===== src/logic/isa_pkg.sv =====
// ==================================================
// Instruction-set definitions
// Opcode encodings, the 48-bit base instruction
// layout and architectural register numbering
// ==================================================
`default_nettype none

package isa_pkg;

	// ================================================
	// Architectural registers
	// ================================================

	// Seven bits reach the full register file, which only a postfix can address
	typedef logic [6:0] aregno_t;

	// The base instruction fields are one bit narrower and cover registers 0 to 63
	typedef logic [5:0] base_regno_t;

	// Hardwired register that always reads as zero
	localparam aregno_t AREG_ZERO = 7'd127;

	// Register number that aliases the instruction pointer
	localparam aregno_t AREG_IP = 7'd62;

	// ================================================
	// Opcodes
	// ================================================

	// Codes not listed here are illegal in the base parcel
	// REXT and IMMA are postfix opcodes and are only valid in the second parcel
	typedef enum logic [6:0] {
		OP_NOP   = 7'd0,
		OP_ADDI  = 7'd4,
		OP_CSR   = 7'd7,
		OP_ANDI  = 7'd8,
		OP_ORI   = 7'd9,
		OP_XORI  = 7'd10,
		OP_CMPI  = 7'd11,
		OP_SHIFT = 7'd12,
		OP_ADD   = 7'd16,
		OP_LOAD  = 7'd32,
		OP_STORE = 7'd40,
		OP_BCC   = 7'd48,
		OP_PUSH  = 7'd56,
		OP_POP   = 7'd57,
		OP_REXT  = 7'd122,
		OP_IMMA  = 7'd123
	} opcode_t;

	// ================================================
	// Instruction layout
	// ================================================

	// One 48-bit parcel of the instruction stream
	typedef logic [47:0] parcel_t;

	// Base instruction, opcode in the low bits
	// The upper bits hold immediates and are not decoded in this stage
	typedef struct packed {
		logic [22:0] upper;
		base_regno_t rs2;
		base_regno_t rs1;
		base_regno_t rd;
		opcode_t     opcode;
	} base_instr_t;

	// A fetch bundle is the base instruction with the following parcel above it
	typedef struct packed {
		parcel_t     parcel;
		base_instr_t base;
	} bundle_t;

endpackage

`default_nettype wire


===== src/logic/decode_pkg.sv =====
// ==================================================
// Decode-stage record types
// Register flags, postfix summary and the decoded
// record handed on toward rename
// ==================================================
`default_nettype none

package decode_pkg;

	// Zero and instruction-pointer flags for one register number
	typedef struct packed {
		logic zero;
		logic ip;
	} areg_flags_t;

	// Flags for all three register fields, rs1 in the top bits
	typedef struct packed {
		areg_flags_t rs1;
		areg_flags_t rs2;
		areg_flags_t rd;
	} reg_flags_t;

	// What the second parcel contributes
	// The extended numbers are only meaningful when has_rext is set
	typedef struct packed {
		logic             has_rext;
		logic             has_imma;
		isa_pkg::aregno_t rs1;
		isa_pkg::aregno_t rs2;
		isa_pkg::aregno_t rd;
	} postfix_t;

	// One decoded record per bundle
	typedef struct packed {
		isa_pkg::base_instr_t instr;
		isa_pkg::aregno_t     rs1;
		isa_pkg::aregno_t     rs2;
		isa_pkg::aregno_t     rd;
		reg_flags_t           flags;
		logic                 illegal;
		logic                 has_rext;
		logic                 has_imma;
	} decoded_t;

endpackage

`default_nettype wire


===== src/logic/fetch_queue.sv =====
// ==================================================
// Fetch queue
// Circular buffer of instruction bundles between
// the fetch stream and the decode logic
// ==================================================
`timescale 1ns/100ps
`default_nettype none

module fetch_queue #(
	parameter int DEPTH = 4
) (
	input  wire              clk,
	input  wire              rst_n,
	input  wire              in_valid,
	output logic             in_ready,
	input  wire isa_pkg::bundle_t in_bundle,
	output logic             head_valid,
	input  wire              head_ready,
	output isa_pkg::bundle_t head_bundle
);
	import isa_pkg::*;

	// A single-entry queue still needs one pointer bit
	localparam int PTR_W = (DEPTH > 1) ? $clog2(DEPTH) : 1;
	// The count has to reach DEPTH itself, so it gets one extra state
	localparam int CNT_W = $clog2(DEPTH + 1);

	typedef logic [PTR_W-1:0] ptr_t;
	typedef logic [CNT_W-1:0] count_t;

	bundle_t entries [DEPTH];
	ptr_t    wr_ptr;
	ptr_t    rd_ptr;
	count_t  count;
	logic    full;
	logic    push;
	logic    pop;

	// Pointers wrap at DEPTH, which need not be a power of two
	function automatic ptr_t next_ptr(input ptr_t ptr);
		ptr_t nxt;
		if (ptr == ptr_t'(DEPTH - 1))
			nxt = '0;
		else
			nxt = ptr + ptr_t'(1);
		return nxt;
	endfunction

	assign full       = count == count_t'(DEPTH);
	assign head_valid = count != '0;
	// The oldest entry is presented without a register stage
	assign head_bundle = entries[rd_ptr];

	// When full, a pop in the same cycle frees the slot the push needs
	assign in_ready = !full || head_ready;
	assign push     = in_valid && in_ready;
	assign pop      = head_valid && head_ready;

	// ================================================
	// Pointers and occupancy
	// ================================================
	always_ff @(posedge clk or negedge rst_n)
	begin
		if (!rst_n)
		begin
			wr_ptr <= '0;
			rd_ptr <= '0;
			count  <= '0;
		end
		else
		begin
			if (push)
				wr_ptr <= next_ptr(wr_ptr);
			if (pop)
				rd_ptr <= next_ptr(rd_ptr);
			// Simultaneous push and pop leaves the count unchanged
			if (push && !pop)
				count <= count + count_t'(1);
			else if (pop && !push)
				count <= count - count_t'(1);
		end
	end

	// Storage; a written entry is visible at the head right after the edge
	always_ff @(posedge clk)
	begin
		if (push)
			entries[wr_ptr] <= in_bundle;
	end

endmodule

`default_nettype wire


===== src/logic/postfix_scan.sv =====
// ==================================================
// Postfix scanner
// Classifies the second parcel of a bundle and
// extracts the extended register numbers
// ==================================================
`timescale 1ns/100ps
`default_nettype none

module postfix_scan (
	input  wire isa_pkg::bundle_t bundle,
	output decode_pkg::postfix_t  postfix
);
	import isa_pkg::*;

	// ================================================
	// Second parcel layout, in bundle bit positions
	// ================================================

	// Postfix opcode occupies the low seven bits of the second parcel
	localparam int PF_OP_LSB  = 48;
	// Extended register numbers, seven bits each, packed above the opcode
	localparam int PF_RS1_LSB = 55;
	localparam int PF_RS2_LSB = 62;
	localparam int PF_RD_LSB  = 69;

	logic [6:0] pf_opcode;

	assign pf_opcode = bundle[PF_OP_LSB +: 7];

	always_comb
	begin
		// Any parcel that is not a postfix opcode is just the next instruction
		postfix.has_rext = pf_opcode == OP_REXT;
		postfix.has_imma = pf_opcode == OP_IMMA;

		// The slices are taken unconditionally
		// Decoders only look at them when has_rext is set
		postfix.rs1 = aregno_t'(bundle[PF_RS1_LSB +: 7]);
		postfix.rs2 = aregno_t'(bundle[PF_RS2_LSB +: 7]);
		postfix.rd  = aregno_t'(bundle[PF_RD_LSB +: 7]);
	end

endmodule

`default_nettype wire


===== src/logic/decode_rs1.sv =====
// ==================================================
// Rs1 decoder
// Picks the first source register by opcode class
// and flags the zero and IP registers
// ==================================================
`timescale 1ns/100ps
`default_nettype none

module decode_rs1 (
	input  wire isa_pkg::base_instr_t instr,
	input  wire decode_pkg::postfix_t postfix,
	output isa_pkg::aregno_t          rs1,
	output logic                      rs1_zero,
	output logic                      rs1_ip
);
	import isa_pkg::*;
	import decode_pkg::*;

	// Returns register 0 for instructions that have no first source
	function automatic aregno_t sel_rs1(input base_instr_t ins, input postfix_t pf);
		aregno_t field;
		aregno_t result;
		// A register-extension postfix replaces the six-bit base field
		field = pf.has_rext ? pf.rs1 : {1'b0, ins.rs1};
		if (pf.has_imma)
			// The immediate postfix supplies operand A, so no register is read
			result = '0;
		else
		begin
			case (ins.opcode)
				// ALU immediate forms
				OP_ADDI, OP_ANDI, OP_ORI, OP_XORI, OP_CMPI, OP_SHIFT:
					result = field;
				OP_ADD:
					result = field;
				// Memory ops use Rs1 as the base address
				OP_LOAD, OP_STORE:
					result = field;
				OP_BCC, OP_CSR:
					result = field;
				// Stack ops use an implied pointer, NOP reads nothing
				default:
					result = '0;
			endcase
		end
		return result;
	endfunction

	always_comb
	begin
		rs1 = sel_rs1(instr, postfix);
		// Flags follow the final number, so an extended 127 or 62 is caught too
		rs1_zero = rs1 == AREG_ZERO;
		rs1_ip   = rs1 == AREG_IP;
	end

endmodule

`default_nettype wire


===== src/logic/decode_rs2_rd.sv =====
// ==================================================
// Rs2 and Rd decoder
// Selects the second source and the destination,
// flags both and detects illegal opcodes
// ==================================================
`timescale 1ns/100ps
`default_nettype none

module decode_rs2_rd (
	input  wire isa_pkg::base_instr_t instr,
	input  wire decode_pkg::postfix_t postfix,
	output isa_pkg::aregno_t          rs2,
	output isa_pkg::aregno_t          rd,
	output decode_pkg::areg_flags_t   rs2_flags,
	output decode_pkg::areg_flags_t   rd_flags,
	output logic                      illegal
);
	import isa_pkg::*;
	import decode_pkg::*;

	// Second source is only read by register-register ALU ops, stores and branches
	function automatic aregno_t sel_rs2(input base_instr_t ins, input postfix_t pf);
		aregno_t result;
		case (ins.opcode)
			OP_ADD, OP_STORE, OP_BCC:
				result = pf.has_rext ? pf.rs2 : {1'b0, ins.rs2};
			default:
				result = '0;
		endcase
		return result;
	endfunction

	// Destination for everything that writes a register, POP included
	function automatic aregno_t sel_rd(input base_instr_t ins, input postfix_t pf);
		aregno_t result;
		case (ins.opcode)
			OP_ADDI, OP_ANDI, OP_ORI, OP_XORI, OP_CMPI, OP_SHIFT,
			OP_ADD, OP_LOAD, OP_CSR, OP_POP:
				result = pf.has_rext ? pf.rd : {1'b0, ins.rd};
			default:
				result = '0;
		endcase
		return result;
	endfunction

	function automatic areg_flags_t flags_of(input aregno_t regno);
		areg_flags_t f;
		f.zero = regno == AREG_ZERO;
		f.ip   = regno == AREG_IP;
		return f;
	endfunction

	function automatic logic is_illegal(input opcode_t op);
		logic bad;
		case (op)
			OP_NOP, OP_ADDI, OP_ANDI, OP_ORI, OP_XORI, OP_CMPI, OP_SHIFT,
			OP_ADD, OP_LOAD, OP_STORE, OP_BCC, OP_CSR, OP_PUSH, OP_POP:
				bad = 1'b0;
			// A postfix opcode cannot start an instruction
			OP_REXT, OP_IMMA:
				bad = 1'b1;
			// Unassigned encodings
			default:
				bad = 1'b1;
		endcase
		return bad;
	endfunction

	always_comb
	begin
		rs2       = sel_rs2(instr, postfix);
		rd        = sel_rd(instr, postfix);
		rs2_flags = flags_of(rs2);
		rd_flags  = flags_of(rd);
		illegal   = is_illegal(instr.opcode);
	end

endmodule

`default_nettype wire


===== src/logic/decode_out_reg.sv =====
// ==================================================
// Decode output register
// Packs one decoded record and holds it until the
// rename side accepts it
// ==================================================
`timescale 1ns/100ps
`default_nettype none

module decode_out_reg (
	input  wire                       clk,
	input  wire                       rst_n,
	input  wire                       head_valid,
	output logic                      head_ready,
	input  wire isa_pkg::base_instr_t instr,
	input  wire decode_pkg::postfix_t postfix,
	input  wire isa_pkg::aregno_t     rs1,
	input  wire                       rs1_zero,
	input  wire                       rs1_ip,
	input  wire isa_pkg::aregno_t     rs2,
	input  wire isa_pkg::aregno_t     rd,
	input  wire decode_pkg::areg_flags_t rs2_flags,
	input  wire decode_pkg::areg_flags_t rd_flags,
	input  wire                       illegal,
	output logic                      out_valid,
	input  wire                       out_ready,
	output decode_pkg::decoded_t      out_rec
);
	import decode_pkg::*;

	decoded_t next_rec;
	logic     load;

	// Room exists when the register is empty or its record leaves this cycle
	assign head_ready = !out_valid || out_ready;
	assign load       = head_valid && head_ready;

	always_comb
	begin
		next_rec.instr         = instr;
		next_rec.rs1           = rs1;
		next_rec.rs2           = rs2;
		next_rec.rd            = rd;
		next_rec.flags.rs1.zero = rs1_zero;
		next_rec.flags.rs1.ip   = rs1_ip;
		next_rec.flags.rs2     = rs2_flags;
		next_rec.flags.rd      = rd_flags;
		next_rec.illegal       = illegal;
		next_rec.has_rext      = postfix.has_rext;
		next_rec.has_imma      = postfix.has_imma;
	end

	// Valid refills from the head whenever the slot is free
	always_ff @(posedge clk or negedge rst_n)
	begin
		if (!rst_n)
			out_valid <= 1'b0;
		else if (head_ready)
			out_valid <= head_valid;
	end

	// Record only changes on a load, so it holds under back-pressure
	always_ff @(posedge clk)
	begin
		if (load)
			out_rec <= next_rec;
	end

endmodule

`default_nettype wire


===== src/logic/regfield_decode_top.sv =====
// ==================================================
// Register-field decode stage
// Queue, postfix scan, register decoders and the
// output register toward rename
// ==================================================
`timescale 1ns/100ps
`default_nettype none

module regfield_decode_top #(
	parameter int QUEUE_DEPTH = 4
) (
	input  wire                   clk,
	input  wire                   rst_n,
	input  wire                   in_valid,
	output logic                  in_ready,
	input  wire isa_pkg::bundle_t in_bundle,
	output logic                  out_valid,
	input  wire                   out_ready,
	output decode_pkg::decoded_t  out_rec
);
	import isa_pkg::*;
	import decode_pkg::*;

	// Head of the queue, decoded combinationally in the same cycle
	bundle_t     head_bundle;
	logic        head_valid;
	logic        head_ready;
	postfix_t    postfix;
	aregno_t     rs1;
	aregno_t     rs2;
	aregno_t     rd;
	logic        rs1_zero;
	logic        rs1_ip;
	areg_flags_t rs2_flags;
	areg_flags_t rd_flags;
	logic        illegal;

	fetch_queue #(
		.DEPTH (QUEUE_DEPTH)
	) fetch_queue_inst (
		.clk         (clk),
		.rst_n       (rst_n),
		.in_valid    (in_valid),
		.in_ready    (in_ready),
		.in_bundle   (in_bundle),
		.head_valid  (head_valid),
		.head_ready  (head_ready),
		.head_bundle (head_bundle)
	);

	postfix_scan postfix_scan_inst (
		.bundle  (head_bundle),
		.postfix (postfix)
	);

	decode_rs1 decode_rs1_inst (
		.instr    (head_bundle.base),
		.postfix  (postfix),
		.rs1      (rs1),
		.rs1_zero (rs1_zero),
		.rs1_ip   (rs1_ip)
	);

	decode_rs2_rd decode_rs2_rd_inst (
		.instr     (head_bundle.base),
		.postfix   (postfix),
		.rs2       (rs2),
		.rd        (rd),
		.rs2_flags (rs2_flags),
		.rd_flags  (rd_flags),
		.illegal   (illegal)
	);

	// Single pipeline stage, one record per cycle when not stalled
	decode_out_reg decode_out_reg_inst (
		.clk        (clk),
		.rst_n      (rst_n),
		.head_valid (head_valid),
		.head_ready (head_ready),
		.instr      (head_bundle.base),
		.postfix    (postfix),
		.rs1        (rs1),
		.rs1_zero   (rs1_zero),
		.rs1_ip     (rs1_ip),
		.rs2        (rs2),
		.rd         (rd),
		.rs2_flags  (rs2_flags),
		.rd_flags   (rd_flags),
		.illegal    (illegal),
		.out_valid  (out_valid),
		.out_ready  (out_ready),
		.out_rec    (out_rec)
	);

endmodule

`default_nettype wire


===== config.mk =====
export PLATFORM = sky130hd
export DESIGN_NAME = regfield_decode_top
export DESIGN_NICKNAME = d
export VERILOG_FILES = /design/src/logic/isa_pkg.sv /design/src/logic/decode_pkg.sv /design/src/logic/fetch_queue.sv /design/src/logic/postfix_scan.sv /design/src/logic/decode_rs1.sv /design/src/logic/decode_rs2_rd.sv /design/src/logic/decode_out_reg.sv /design/src/logic/regfield_decode_top.sv
export SDC_FILE = /design/constraint.sdc
export NUM_CORES = 1
export LEC_CHECK = 0
export BUFFER_PORTS_ARGS = -buffer_cell sky130_fd_sc_hd__buf_2
export CAP_MARGIN = 20
export CORE_AREA = 3 3 164 166
export CTS_CLUSTER_SIZE = 24
export DETAILED_ROUTE_END_ITERATION = 10
export DIE_AREA = 0 0 167 169
export PLACE_DENSITY = 0.76
export SYNTH_ARGS = -nofsm -noshare
export SYNTH_HDL_FRONTEND = slang
export SYNTH_SLANG_ARGS = --single-unit

===== constraint.sdc =====
create_clock -name clk -period 6.18 [get_ports clk]
set_input_delay 0.618 -clock clk [delete_from_list [all_inputs] [get_ports clk]]
set_output_delay 0.618 -clock clk [all_outputs]
set_load 0.02 [all_outputs]

-- Yosys cells after proc, flatten, opt, wreduce, memory -nomap -nowiden
Memories as Yosys holds them, arrays and structs flattened.
Cells that the tools add are included.
W data, S select, Z words.
- add/sub/neg operators: 4
- reductions and logical operators: 17
- mux-type cells: 14
- eq/ne operators: 24
- operators with widths (kind ; number):
    $eq A7 B6 Y1 const B ; 8
    $mux W7 ; 7
    $eq A7 B4 Y1 const B ; 5
    $eq A7 B7 Y1 const B ; 5
    $eq A7 B3 Y1 const B ; 2
    $reduce_or A14 Y1 ; 1
    $reduce_or A11 Y1 ; 1
    $reduce_or A10 Y1 ; 1
    $eq A7 B5 Y1 const B ; 1
    $logic_not A7 Y1 ; 1
    $mux W3 ; 2
    $add A2 B1 Y2 const B ; 2
    $eq A2 B2 Y1 const B ; 2
    $logic_and A1 B1 Y1 ; 4
    $logic_not A1 Y1 ; 4
    $mux W2 ; 2
    $add A3 B1 Y3 const B ; 1
    $eq A3 B3 Y1 const B ; 1
    $mux W1 ; 3
    $reduce_bool A3 Y1 ; 1
    $reduce_or A3 Y1 ; 1
    $sub A3 B1 Y3 const B ; 1
    $logic_or A1 B1 Y1 ; 2
    $reduce_bool A2 Y1 ; 1
- register bits after elaboration: 86
- memory bits (writable): 384
- memories kept: 1
- word-level logic and storage cells: 81
- input bits: 100
- output and inout bits: 80
- memory list (name ; depth ; width ; rd ports ; clocked after memory_dff ; wr ports ; RTL line ; RTL):
    fetch_queue_inst.entries ; 4 ; 96 ; 1 ; 0 ; 1 ; fetch_queue.sv:31 ; bundle_t entries [DEPTH];

-- Logic depth before layout (Yosys ltp)
Gate-level depths: netlist of run 1.
- depth after elaboration: 8
- mapped depth: 10
- depth with buffers taken out: 9

-- Modules after synthesis
From an unflattened synthesis of run 1, not the netlist that was laid out.
- cells, all modules: 749
- area total of the unflattened synthesis: 17563.1 um2
- by module, submodules not included (module ; times used ; cells each ; area each (um2) ; seq. area each (um2)):
    fetch_queue ; 1 ; 541 ; 14259.9 ; 11706.2
    decode_out_reg ; 1 ; 82 ; 2396.0 ; 2367.3
    decode_rs2_rd ; 1 ; 64 ; 469.2 ; 0.0
    decode_rs1 ; 1 ; 37 ; 247.7 ; 0.0
    postfix_scan ; 1 ; 25 ; 190.2 ; 0.0

-- Worst setup path before layout of run 1
Ideal clock, no wire load.
- kind: input to register
- from: in out_ready
- to: reg fetch_queue_inst.count[1]
- library setup time: 125 ps
- required time: 6055 ps
- slack: 779 ps
- buffers on the path: 0
- arrival time: 5276 ps
- stages: 7
- cell sequence: nor2b_1 > nor2_1 > inv_1 > ha_1 > inv_1 > fa_1 > mux2_2
- RTL lines (item ; RTL line ; RTL):
    start, declared ; regfield_decode_top.sv:18 ; input wire out_ready,
    $logic_or A1 B1 Y1 * ; decode_out_reg.sv:34 ; assign head_ready = !out_valid || out_ready;
    $logic_and A1 B1 Y1 * ; n/a ;
    via decode_out_reg_inst.load ; decode_out_reg.sv:31 ; logic load;
    $logic_not A1 Y1 ; fetch_queue.sv:77 ; if (push && !pop)
    $logic_and A1 B1 Y1 ; fetch_queue.sv:77 ;
    $mux W3 or $reduce_bool A2 Y1 (tied branches) ; n/a ;
    end signal, assigned ; fetch_queue.sv:78 ; count <= count + count_t'(1);
    end signal, assigned ; fetch_queue.sv:80 ; count <= count - count_t'(1);
    end, declared ; fetch_queue.sv:34 ; count_t count;
Mark *: on every way through the listed nets, which the timed path passes. The rest lies on a longest branch.
A chain may end at the register's enable or synchronous reset.

-- Worst setup path in the final report of run 1
- from: reg fetch_queue_inst.rd_ptr[0]
- to: reg decode_out_reg_inst.out_rec[8] (netlist name)
- cells in the longest elaborated chain, start to end: 6
- ends and longest elaborated chain (item ; RTL line ; RTL):
    start, declared ; fetch_queue.sv:33 ; ptr_t rd_ptr;
    start signal, assigned ; fetch_queue.sv:75 ; rd_ptr <= next_ptr(rd_ptr);
    $mem_v2 Z4 W96 * ; n/a ;
    $eq A7 B3 Y1 (tied with other cells) ; decode_rs1.sv:30 ; case (ins.opcode)
    $reduce_or A11 Y1 (no source line) or $mux W7 (tied branches) ; n/a ;
    $mux W7 ; decode_rs1.sv:30 ;
    $mux W7 * ; decode_rs1.sv:25 ; if (pf.has_imma)
    $eq A7 B7 Y1 * ; decode_rs1.sv:53 ; rs1_zero = rs1 == AREG_ZERO;
    via decode_out_reg_inst.rs1_zero ; decode_out_reg.sv:17 ; input wire rs1_zero,
Marks and branches as above.

==> results_dict.tcl, run 1 <==
set metrics [dict create \
    ys_seq_elements 390 \
    synth_edf_count 382 \
    arrival_ns 3.61 \
    wl_met2_um 13100 \
    r2r_slack_ns 2.83 \
    hpwlAfterDp_um 15400 \
    cts.root.buffer_cell "clkbuf_16" \
    dr.pass1.iters 5 \
    track_usage_pct 18.7 \
    final_cells 1189 \
    core-area_um2 25800 \
    area_growth_pct 17.4 \
    via_count 6774 \
    clock_path_buffers 3 \
    relSlewSlack_pct 39.8 \
    wl_met1_um 10100 \
    tightest_slew_ns 0.904 \
    drive_gt1_share_pct 38.5 \
    num-fill-cells 1688 \
    drv_slew 0 \
    critPathSlowestCell "o21ba_2" \
    postRouteAntennaNets 0 \
    wl_per_cell_um 21.7 \
    cellLeakagePower_uw 0.00580 \
    post-route-period-util_pct 54.2 \
    cts_tree "done" \
    setup_tns_ns 0 \
    die_h_um 169 \
    rsz0062_at_grt "false" \
    pwr-share-clk_pct 27.1 \
    nNetsFinal 931 \
    ys_async_sr_fraction_pct 2.05 \
    final_util_pct 65.9 \
    power_density_nw_per_um2 492 \
    start_kind "flop" \
    p_seq_share_pct 47.4 \
    grt-ovfl-total 0 \
    synth_area_per_cell_um2 22.8 \
    path_class "flop to flop" \
    place.gp.congestion 0.777 \
    clk_latency_ns 0.51 \
    synth.distinct_cells 50 \
    finalSetupViolations 0 \
    cp_data_required_time_ns 6.44 \
    hold_viol 0 \
    syn_inst 636 \
    fmax_ghz 0.298 \
    wl_met3_um 1930 \
    cts_resized 0 \
    port_buffers 159 \
    dp_slack_ns 2.79 \
    critPathMaxFanout 32 \
    cts_sinks 390 \
    maxCapViolCount 0 \
    ctsHtreeMaxLevel 2 \
    holdWs_ns 0.323 \
    crit_chain "mux4_2, o21ba_2, mux2_2, a21bo_2, nor3_2" \
    max_stage_delay_ns 0.87 \
    grt_antenna_before_repair 6 \
    initial_utilization_pct 56.2 \
    numCtsBuffers 38 \
    clkSlewWorstSetupHoldPaths_ns 0.06 \
    status "finished clean" \
    finClkSkew_ns 0.0118 \
    yosys_warnings 0 \
    vias_per_cell 5.70 \
    dp_cells 1114 \
    syn_nets 743 \
    hp-class "primary input to flop" \
    synth_flop_cell "edfxtp_1" \
    postCtsHoldBufs 1 \
    ys_seq_area_share_pct 80.6 \
    ios 180 \
    fin_crit_ns 3.35 \
    fp.dieW_um 167 \
    setup_ws_ns 2.83 \
    cellInternalPower_uw 5940 \
    grt_max_degree 77 \
    comb_power_share_pct 25.6 \
    drt_iter0_markers 482 \
    syn_area_um2 14500 \
    post_cts_buffers 0 \
    wl_um 25900 \
    p_sw_uw 2410 \
    drc 0 \
    grt_pass1_vias 7366 \
    grt_first_pass_wirelength_um 40700 \
    highest_layer "met5" \
    sw_frac_of_total_pct 28.9 \
    max-vdd-ir-drop_v 0.000311 \
    fp.dieArea_um2 28200 \
    rows 59 \
    cp-end-kind "flop" \
]
[cell usage after synthesis, types with 2 or more instances]
master,count,share of area (%)
a21oi_1,5,0.17
a221oi_1,2,0.12
and2b_2,3,0.18
and3_1,4,0.17
buf_2,8,0.28
buf_4,5,0.26
buf_6,2,0.16
clkbuf_1,6,0.16
dfrtp_1,8,1.4
edfxtp_1,382,79
ha_1,6,0.52
inv_1,7,0.18
mux2_2,6,0.47
mux2i_1,12,0.83
mux4_2,70,11
nand2_1,14,0.36
nand3_1,8,0.28
nand4_1,3,0.13
nand4b_1,6,0.36
nand4bb_1,2,0.16
nor2_1,26,0.67
nor2b_1,6,0.26
nor3_1,3,0.10
nor3_2,5,0.35
nor3b_1,2,0.10
nor4_1,2,0.086
o21ai_0,6,0.21
or2_4,2,0.12
or3b_2,3,0.18
xor2_1,2,0.12
[final cells by class]
cell class | count | area, um^2 | share of cell area, %
clock inverter | 24 | 211 | 1.24
inverter | 7 | 26.3 | 0.155
sequential | 390 | 11700 | 68.7
tap | 335 | 419 | 2.47
clock buffer | 44 | 1040 | 6.11
multi-input combinational | 216 | 2650 | 15.6
antenna | 2 | 5.00 | 0.0295
timing repair buffer | 171 | 961 | 5.66
[worst paths after layout]
| kind | startpoint | endpoint | depth (start not counted) |
|---|---|---|---|
| setup reg to reg | fetch_queue_inst.rd_ptr[0] | decode_out_reg_inst.out_rec[8] | 5 |
| setup / recovery | fetch_queue_inst.rd_ptr[0] | decode_out_reg_inst.out_rec[8] | 5 |
| hold reg to reg | fetch_queue_inst.count[2] | fetch_queue_inst.count[2] | 1 |
| hold / removal | in_bundle[25] | fetch_queue_inst.entries[2][25] | 1 |
| min in group asynchronous | rst_n | fetch_queue_inst.count[2] | 2 |
| max in group asynchronous | rst_n | fetch_queue_inst.rd_ptr[0] | 2 |
[metrics by stage]
| stage | cell area (um^2) | power, uW |
|---|---|---|
| finish | 17000 | 8360 |
| global route | 17000 | 8760 |
| CTS | 16900 | 8410 |
| detailed placement | 15600 | 6150 |
| global placement | 15600 | 6040 |
| floorplan | 14500 | 5530 |
[power groups by stage]
stage | sequential (uW) | clock, uW | combinational [uW]
after floorplan | 4190 | 0 | 1330
after global placement | 3990 | 0 | 2050
final | 3960 | 2260 | 2140
after global routing | 4030 | 2420 | 2320
after CTS | 3980 | 2300 | 2130
after detailed placement | 4030 | 0 | 2120
[critical path: cells and delay by family (launching register included)]
family,cells,cell delay [ns]
compound gates,2,1.12
flops,1,0.79
mux,2,1.14
simple gates,1,0.05
[registers in the layout (all words and copies together) (netlist names)]
signal / flops
decode_out_reg_inst.out_rec: 78
decode_out_reg_inst.out_valid: 1
fetch_queue_inst.count: 3
fetch_queue_inst.entries: 304
fetch_queue_inst.rd_ptr: 2
fetch_queue_inst.wr_ptr: 2
[layout by cell type, fill, tap and decap left out, types with 3 or more instances in the layout]
cell type / synthesis / layout
clkbuf_1: 6 / 3
and2b_2: 3 / 3
clkbuf_16: 0 / 41
edfxtp_1: 382 / 382
buf_2: 8 / 159
bufinv_16: 0 / 4
nand4_1: 3 / 3
ha_1: 6 / 6
nand2_1: 14 / 14
nor2_1: 26 / 25
nand4b_1: 6 / 6
o21ai_0: 6 / 6
buf_16: 0 / 3
mux2_2: 6 / 6
and3_4: 0 / 4
buf_4: 5 / 7
inv_1: 7 / 7
clkinv_1: 0 / 9
a21oi_1: 5 / 5
mux4_2: 70 / 70
nor2b_1: 6 / 6
dfrtp_1: 8 / 6
nand3_1: 8 / 8
or3b_2: 3 / 3
clkinv_2: 0 / 10
nor3_2: 5 / 5
mux2i_1: 12 / 12
nor3_1: 3 / 3
[cell families (layout without fill, tap and decap cells)]
group | count (synthesis) | count (layout) | synth area share, %
AO/OA/AOI/OAI | 23 | 23 | 1.25
XOR/XNOR | 3 | 3 | 0.182
adder cells (fa/ha/maj) | 7 | 7 | 0.657
buffers and inverters | 30 | 246 | 1.26
flip-flops | 390 | 390 | 80.6
multiplexers | 88 | 88 | 12.2
other | 0 | 2 | 0
AND/OR/NAND/NOR | 95 | 95 | 3.84
[per-layer routing]
layer,vias up,GRT usage (%)
met3,58,5.84
met2,221,31.6
li1,3014,-
met4,8,6.06
met1,3473,23.3
met5,-,0
Note: power is estimated with default switching activity, not from simulation.
==> inputs of run 2 (changes only) <==
clock period = 3.5 ns   (was 6.18 ns; I/O delays follow)
==> run 2 against run 1 <==
Compared with the run above: count of clock-buffer cells in the layout is 8 higher; clock power increased by 80%; global-route usage is 0.13 points higher; combinational power is 82% higher; sequential share of layout area shrank 0.16 points; critical path depth up 1; sequential power grew 74%; register-to-register slack lost 2.1 ns; largest cell class unchanged; die area unchanged.
==> results_dict.tcl, run 2 (synthesis gave the netlist of run 1 again) <==
set metrics [dict create \
    path_class "flop to flop" \
    ctsHtreeMaxLevel 2 \
    min_path_cells 1 \
    path_depth 6 \
    postRouteAntennaNets 0 \
    holdWs_ns 0.0508 \
    maxCapViolCount 0 \
    dp_slack_ns 0.664 \
    reg2regPathDepth 6 \
    p_sw_uw 4290 \
    wl_um 26400 \
    cts_tree "done" \
    die_h_um 169 \
    finClkSkew_ns 0.0125 \
    critPathSlowestCell "mux4_2" \
    top_register "fetch_queue_inst.entries" \
    wl_per_cell_um 22.0 \
    rsz0062_at_grt "false" \
    clock_path_buffers 3 \
    clk_latency_ns 0.51 \
    post-route-period-util_pct 80.3 \
    cts_sinks 390 \
    numCtsBuffers 39 \
    critical_path_buf_inv_count 1 \
    hpwlAfterDp_um 16200 \
    sw_frac_of_total_pct 28.9 \
    p_seq_share_pct 46.4 \
    clkSlewWorstSetupHoldPaths_ns 0.06 \
    max_stage_delay_ns 0.63 \
    vias_per_cell 5.68 \
    cts_resized 0 \
    comb_power_share_pct 26.2 \
    final_cell_area_um2 17000 \
    dp_cells 1118 \
    setup_tns_ns 0 \
    post_cts_buffers 0 \
    drc 0 \
    tightest_slew_ns 0.948 \
    critPathMaxFanout 18 \
    max-vdd-ir-drop_v 0.000540 \
    dr.pass1.iters 4 \
    grt_first_pass_wirelength_um 40700 \
    track_usage_pct 18.8 \
    relSlewSlack_pct 36.8 \
    cp_data_required_time_ns 3.76 \
    num-fill-cells 1670 \
    via_count 6792 \
    largest_register_ffs 304 \
    place_area_um2 15700 \
    drv_slew 0 \
    hold_viol 0 \
    final_cells 1196 \
    fmax_ghz 0.356 \
    fp.dieW_um 167 \
    mostFrequentLayoutCells "edfxtp_1, buf_2, mux4_2, clkbuf_16, nor2_1" \
    fp.dieArea_um2 28200 \
    place.gp.congestion 0.795 \
    arrival_ns 3.07 \
    power_density_nw_per_um2 872 \
    core-area_um2 25800 \
    grt_max_degree 82 \
    fin_crit_ns 2.81 \
    cellInternalPower_uw 10600 \
    hp-class "primary input to flop" \
    start_kind "flop" \
    final_common_cell "edfxtp_1" \
    status "finished clean" \
    grt-ovfl-total 0 \
    ios 180 \
    critPathTopFamily "multiplexers" \
    cellLeakagePower_uw 0.00581 \
    nNetsFinal 933 \
    drive_gt1_share_pct 38.3 \
    pwr-share-clk_pct 27.4 \
    drt_iter0_markers 528 \
    setup_ws_ns 0.691 \
    port_buffers 159 \
    crit_chain "mux4_2, o21ba_2, buf_12, mux2_2, nand4b_1, nor2_1" \
    area_growth_pct 17.6 \
    cp-end-kind "flop" \
    top_regs "fetch_queue_inst.entries x304, decode_out_reg_inst.out_rec x78, fetch_queue_inst.count x3" \
    cts.root.buffer_cell "clkbuf_16" \
    finalSetupViolations 0 \
    initial_utilization_pct 56.2 \
    grt_antenna_before_repair 8 \
    grt_pass1_vias 7272 \
    rows 59 \
]
==> run 2: cell types whose count changed in the layout (fill, tap and decap cells not counted), sizes merged <==
| cell | delta |
|---|---|
| buf | +1 |
| clkbuf | +8 |
| clkinv | -5 |
| diode | +3 |
==> run 2: worst register-to-register path: stages, from the launching register on <==
cell and delay [ns]:
dfrtp_4 0.60, mux4_2 0.64, o21ba_2 0.56, buf_12 0.23
mux2_2 0.36, nand4b_1 0.12, nor2_1 0.06
==> run 2: final cells by class <==
cell class | count | area, um^2 | share of cell area [%]
Multi-Input combinational cell | 216 | 2650 | 15.6
Inverter | 7 | 26.3 | 0.154
Tap cell | 335 | 419 | 2.46
Clock buffer | 52 | 1090 | 6.39
Timing Repair Buffer | 172 | 966 | 5.67
Antenna cell | 5 | 12.5 | 0.0735
Clock inverter | 19 | 189 | 1.11
Sequential cell | 390 | 11700 | 68.6
==> run 2: repair_timing <==
item / in CTS / in global routing
hold buffers: 1 / 0
endpoints found under the hold margin: 8 / 0
endpoints found under the setup margin: 0 / 0
==> run 2: metrics by stage <==
stage / power (uW) / utilization [%]
floorplan: 9740 / -
global placement: 10700 / 60.9
detailed placement: 10900 / 60.9
CTS: 15000 / 65.9
global route: 15500 / 66.1
finish: 14800 / 66.1
==> run 2: path summary, 6_finish.rpt <==
kind                                            start                         endpoint  slack [ns]
setup / recovery           fetch_queue_inst.rd_ptr[0]   decode_out_reg_inst.out_rec[6]        0.69
hold / removal                          in_bundle[30]  fetch_queue_inst.entries[0][30]        0.05
setup reg to reg           fetch_queue_inst.rd_ptr[0]   decode_out_reg_inst.out_rec[6]        0.69
hold reg to reg             fetch_queue_inst.count[2]        fetch_queue_inst.count[2]        0.53
max in group asynchronous                       rst_n       fetch_queue_inst.rd_ptr[1]        3.09
min in group asynchronous                       rst_n        fetch_queue_inst.count[2]        0.21
==> run 2: power by group through the flow <==
stage | clock (uW) | sequential (uW) | combinational, uW
floorplan | 0 | 7380 | 2360
global placement | 0 | 6910 | 3810
detailed placement | 0 | 6990 | 3940
CTS | 4160 | 6910 | 3950
global route | 4350 | 6980 | 4210
finish | 4070 | 6880 | 3890
==> run 2: metal layers <==
layer,routed length [um],global-route usage [%]
met1,10300,23.9
met2,13500,31.8
met3,1710,4.48
met4,824,7.46
met5,22,0
==> inputs of run 3 (changes only) <==
clock period = 2.65 ns   (was 3.5 ns; I/O delays follow)
==> run 3 against run 2 <==
Compared with the run above: sequential power up 32%; final cell count is 7.4% higher; core utilization is 3.2 points higher; critical endpoint is now decode_out_reg_inst.out_rec[7]; largest cell class unchanged; largest power group unchanged; highest routed layer is now met4.
==> results_dict.tcl, run 3 (synthesis gave the netlist of run 1 again) <==
set metrics [dict create \
    cp_data_required_time_ns 2.93 \
    grt_busiest_layer "met2" \
    mostFrequentLayoutCells "edfxtp_1, buf_2, dlygate4sd3_1, mux4_2, clkbuf_16" \
    die_h_um 169 \
    ios 180 \
    hold_viol 0 \
    place_area_um2 15800 \
    hp-class "primary input to flop" \
    cts_sinks 390 \
    wl_um 27400 \
    grt-ovfl-total 0 \
    power_uw 19700 \
    top_register "fetch_queue_inst.entries" \
    fp.dieW_um 167 \
    critPathMaxFanout 10 \
    numCtsBuffers 39 \
    ctsHtreeMaxLevel 2 \
    arrival_ns 2.81 \
    port_buffers 159 \
    comb_power_share_pct 27.5 \
    p_seq_share_pct 46.0 \
    clkSlewWorstSetupHoldPaths_ns 0.06 \
    core-area_um2 25800 \
    area_growth_pct 23.4 \
    cellLeakagePower_uw 0.00618 \
    use_met1_pct 25.0 \
    path_class "flop to flop" \
    cts.root.buffer_cell "clkbuf_16" \
    grtUsageMet3_pct 4.86 \
    critPathSlowestCell "dfrtp_4" \
    use_met2_pct 33.7 \
    max-vdd-ir-drop_v 0.000774 \
    grt_max_degree 59 \
    place.gp.congestion 0.815 \
    relSlewSlack_pct 48.3 \
    nNetsFinal 1026 \
    status "finished clean" \
    final_common_cell "edfxtp_1" \
    tightest_slew_ns 0.775 \
    grt_first_pass_wirelength_um 42600 \
    post-route-period-util_pct 95.6 \
    initial_utilization_pct 56.2 \
    dr.pass1.iters 5 \
    sw_frac_of_total_pct 29.1 \
    clock_path_buffers 3 \
    cellInternalPower_uw 14000 \
    crit_chain "buf_2, nand4bb_1, a221oi_2, o21ba_4, mux2_2, a21bo_2, nor3_2" \
    vias_per_cell 5.58 \
    power_density_nw_per_um2 1100 \
    maxCapViolCount 0 \
    fmax_ghz 0.395 \
    rows 59 \
    drc 0 \
    grt_antenna_before_repair 2 \
    largest_register_ffs 304 \
    pwr-share-clk_pct 26.5 \
    postRouteAntennaNets 0 \
    fp.dieArea_um2 28200 \
    cts_tree "done" \
    clk_latency_ns 0.52 \
    grt_pass1_vias 7622 \
    finClkSkew_ns 0.00699 \
    fin_crit_ns 2.53 \
    drv_slew 0 \
    final_cell_area_um2 17900 \
    wl_per_cell_um 21.4 \
    r2r_slack_ns 0.12 \
    final_util_pct 69.3 \
    hpwlAfterDp_um 16900 \
    drive_gt1_share_pct 36.3 \
    num-fill-cells 1583 \
    finalSetupViolations 0 \
    drt_iter0_markers 570 \
    top_regs "fetch_queue_inst.entries x304, decode_out_reg_inst.out_rec x78, fetch_queue_inst.count x3" \
    via_count 7160 \
    max_stage_delay_ns 0.56 \
    p_sw_uw 5730 \
    cp-end-kind "flop" \
    track_usage_pct 19.6 \
    start_kind "flop" \
]
## run 3: cell count changes in the layout (fill, tap and decap cells not counted), sizes merged
cell / delta
clkinvlp: -1
dlygate4sd3: +76
bufinv: -1
buf: +17
diode: -3
## run 3: what timing repair did
action,in CTS,in global routing
endpoints found under the setup margin,0,6
endpoints found under the hold margin,312,0
gates resized for setup,0,3
setup buffers,0,5
hold buffers,77,0
## run 3: final cells by class
cell class                 instances  area (um^2)  area share (%)
multi-input combinational        216         2680            15.0
sequential                       390        11700            65.4
timing repair buffer             265         1830            10.3
tap                              335          419            2.35
clock inverter                    17          153           0.855
antenna                            2         5.00          0.0280
inverter                           7         26.3           0.147
clock buffer                      52         1070            5.98
## run 3: critical path: cells and delay by family, from the launching register on
kind            cells  cell delay, ns
buf+inv             1            0.20
mux                 1            0.40
compound gates      3            0.83
simple gates        2            0.29
flops               1            0.56
## run 3: path summary, 6_finish.rpt
| kind | from | depth (start not counted) | to |
|---|---|---|---|
| worst max-delay path | fetch_queue_inst.rd_ptr[0] | 7 | decode_out_reg_inst.out_rec[7] |
| worst min-delay path | out_ready | 3 | decode_out_reg_inst.out_valid |
| worst max register to register | fetch_queue_inst.rd_ptr[0] | 7 | decode_out_reg_inst.out_rec[7] |
| worst min register to register | fetch_queue_inst.count[2] | 1 | fetch_queue_inst.count[2] |
| max in group asynchronous | rst_n | 2 | fetch_queue_inst.rd_ptr[0] |
| min in group asynchronous | rst_n | 2 | fetch_queue_inst.count[2] |
## run 3: layer usage
metal	part of all wire [%]	vias up
li1	-	3205
met2	51	255
met4	2.8	0
met5	0	-
met1	38	3642
met3	7.4	58
## run 3: power groups by stage
stage / Combinational (uW) / Sequential, uW / Clock, uW
floorplan: 3130 / 9700 / 0
global placement: 5120 / 9110 / 0
detailed placement: 5300 / 9200 / 0
CTS: 5410 / 9100 / 5330
global route: 5830 / 9180 / 5570
finish: 5420 / 9060 / 5220
## run 3: through the flow
| stage | hold WS [ns] | std cells | setup WS, ns | setup TNS, ns |
|---|---|---|---|---|
| after floorplan | -0.0306 | 636 | -0.323 | -0.481 |
| after global placement | 0.112 | 1131 | 0.105 | 0 |
| after detailed placement | 0.122 | 1131 | 0.0680 | 0 |
| after CTS | 0.0458 | 1277 | 0.0455 | 0 |
| after global routing | 0.0586 | 1284 | -0.0244 | -0.0244 |
| final | 0.0630 | 1284 | 0.116 | 0 |
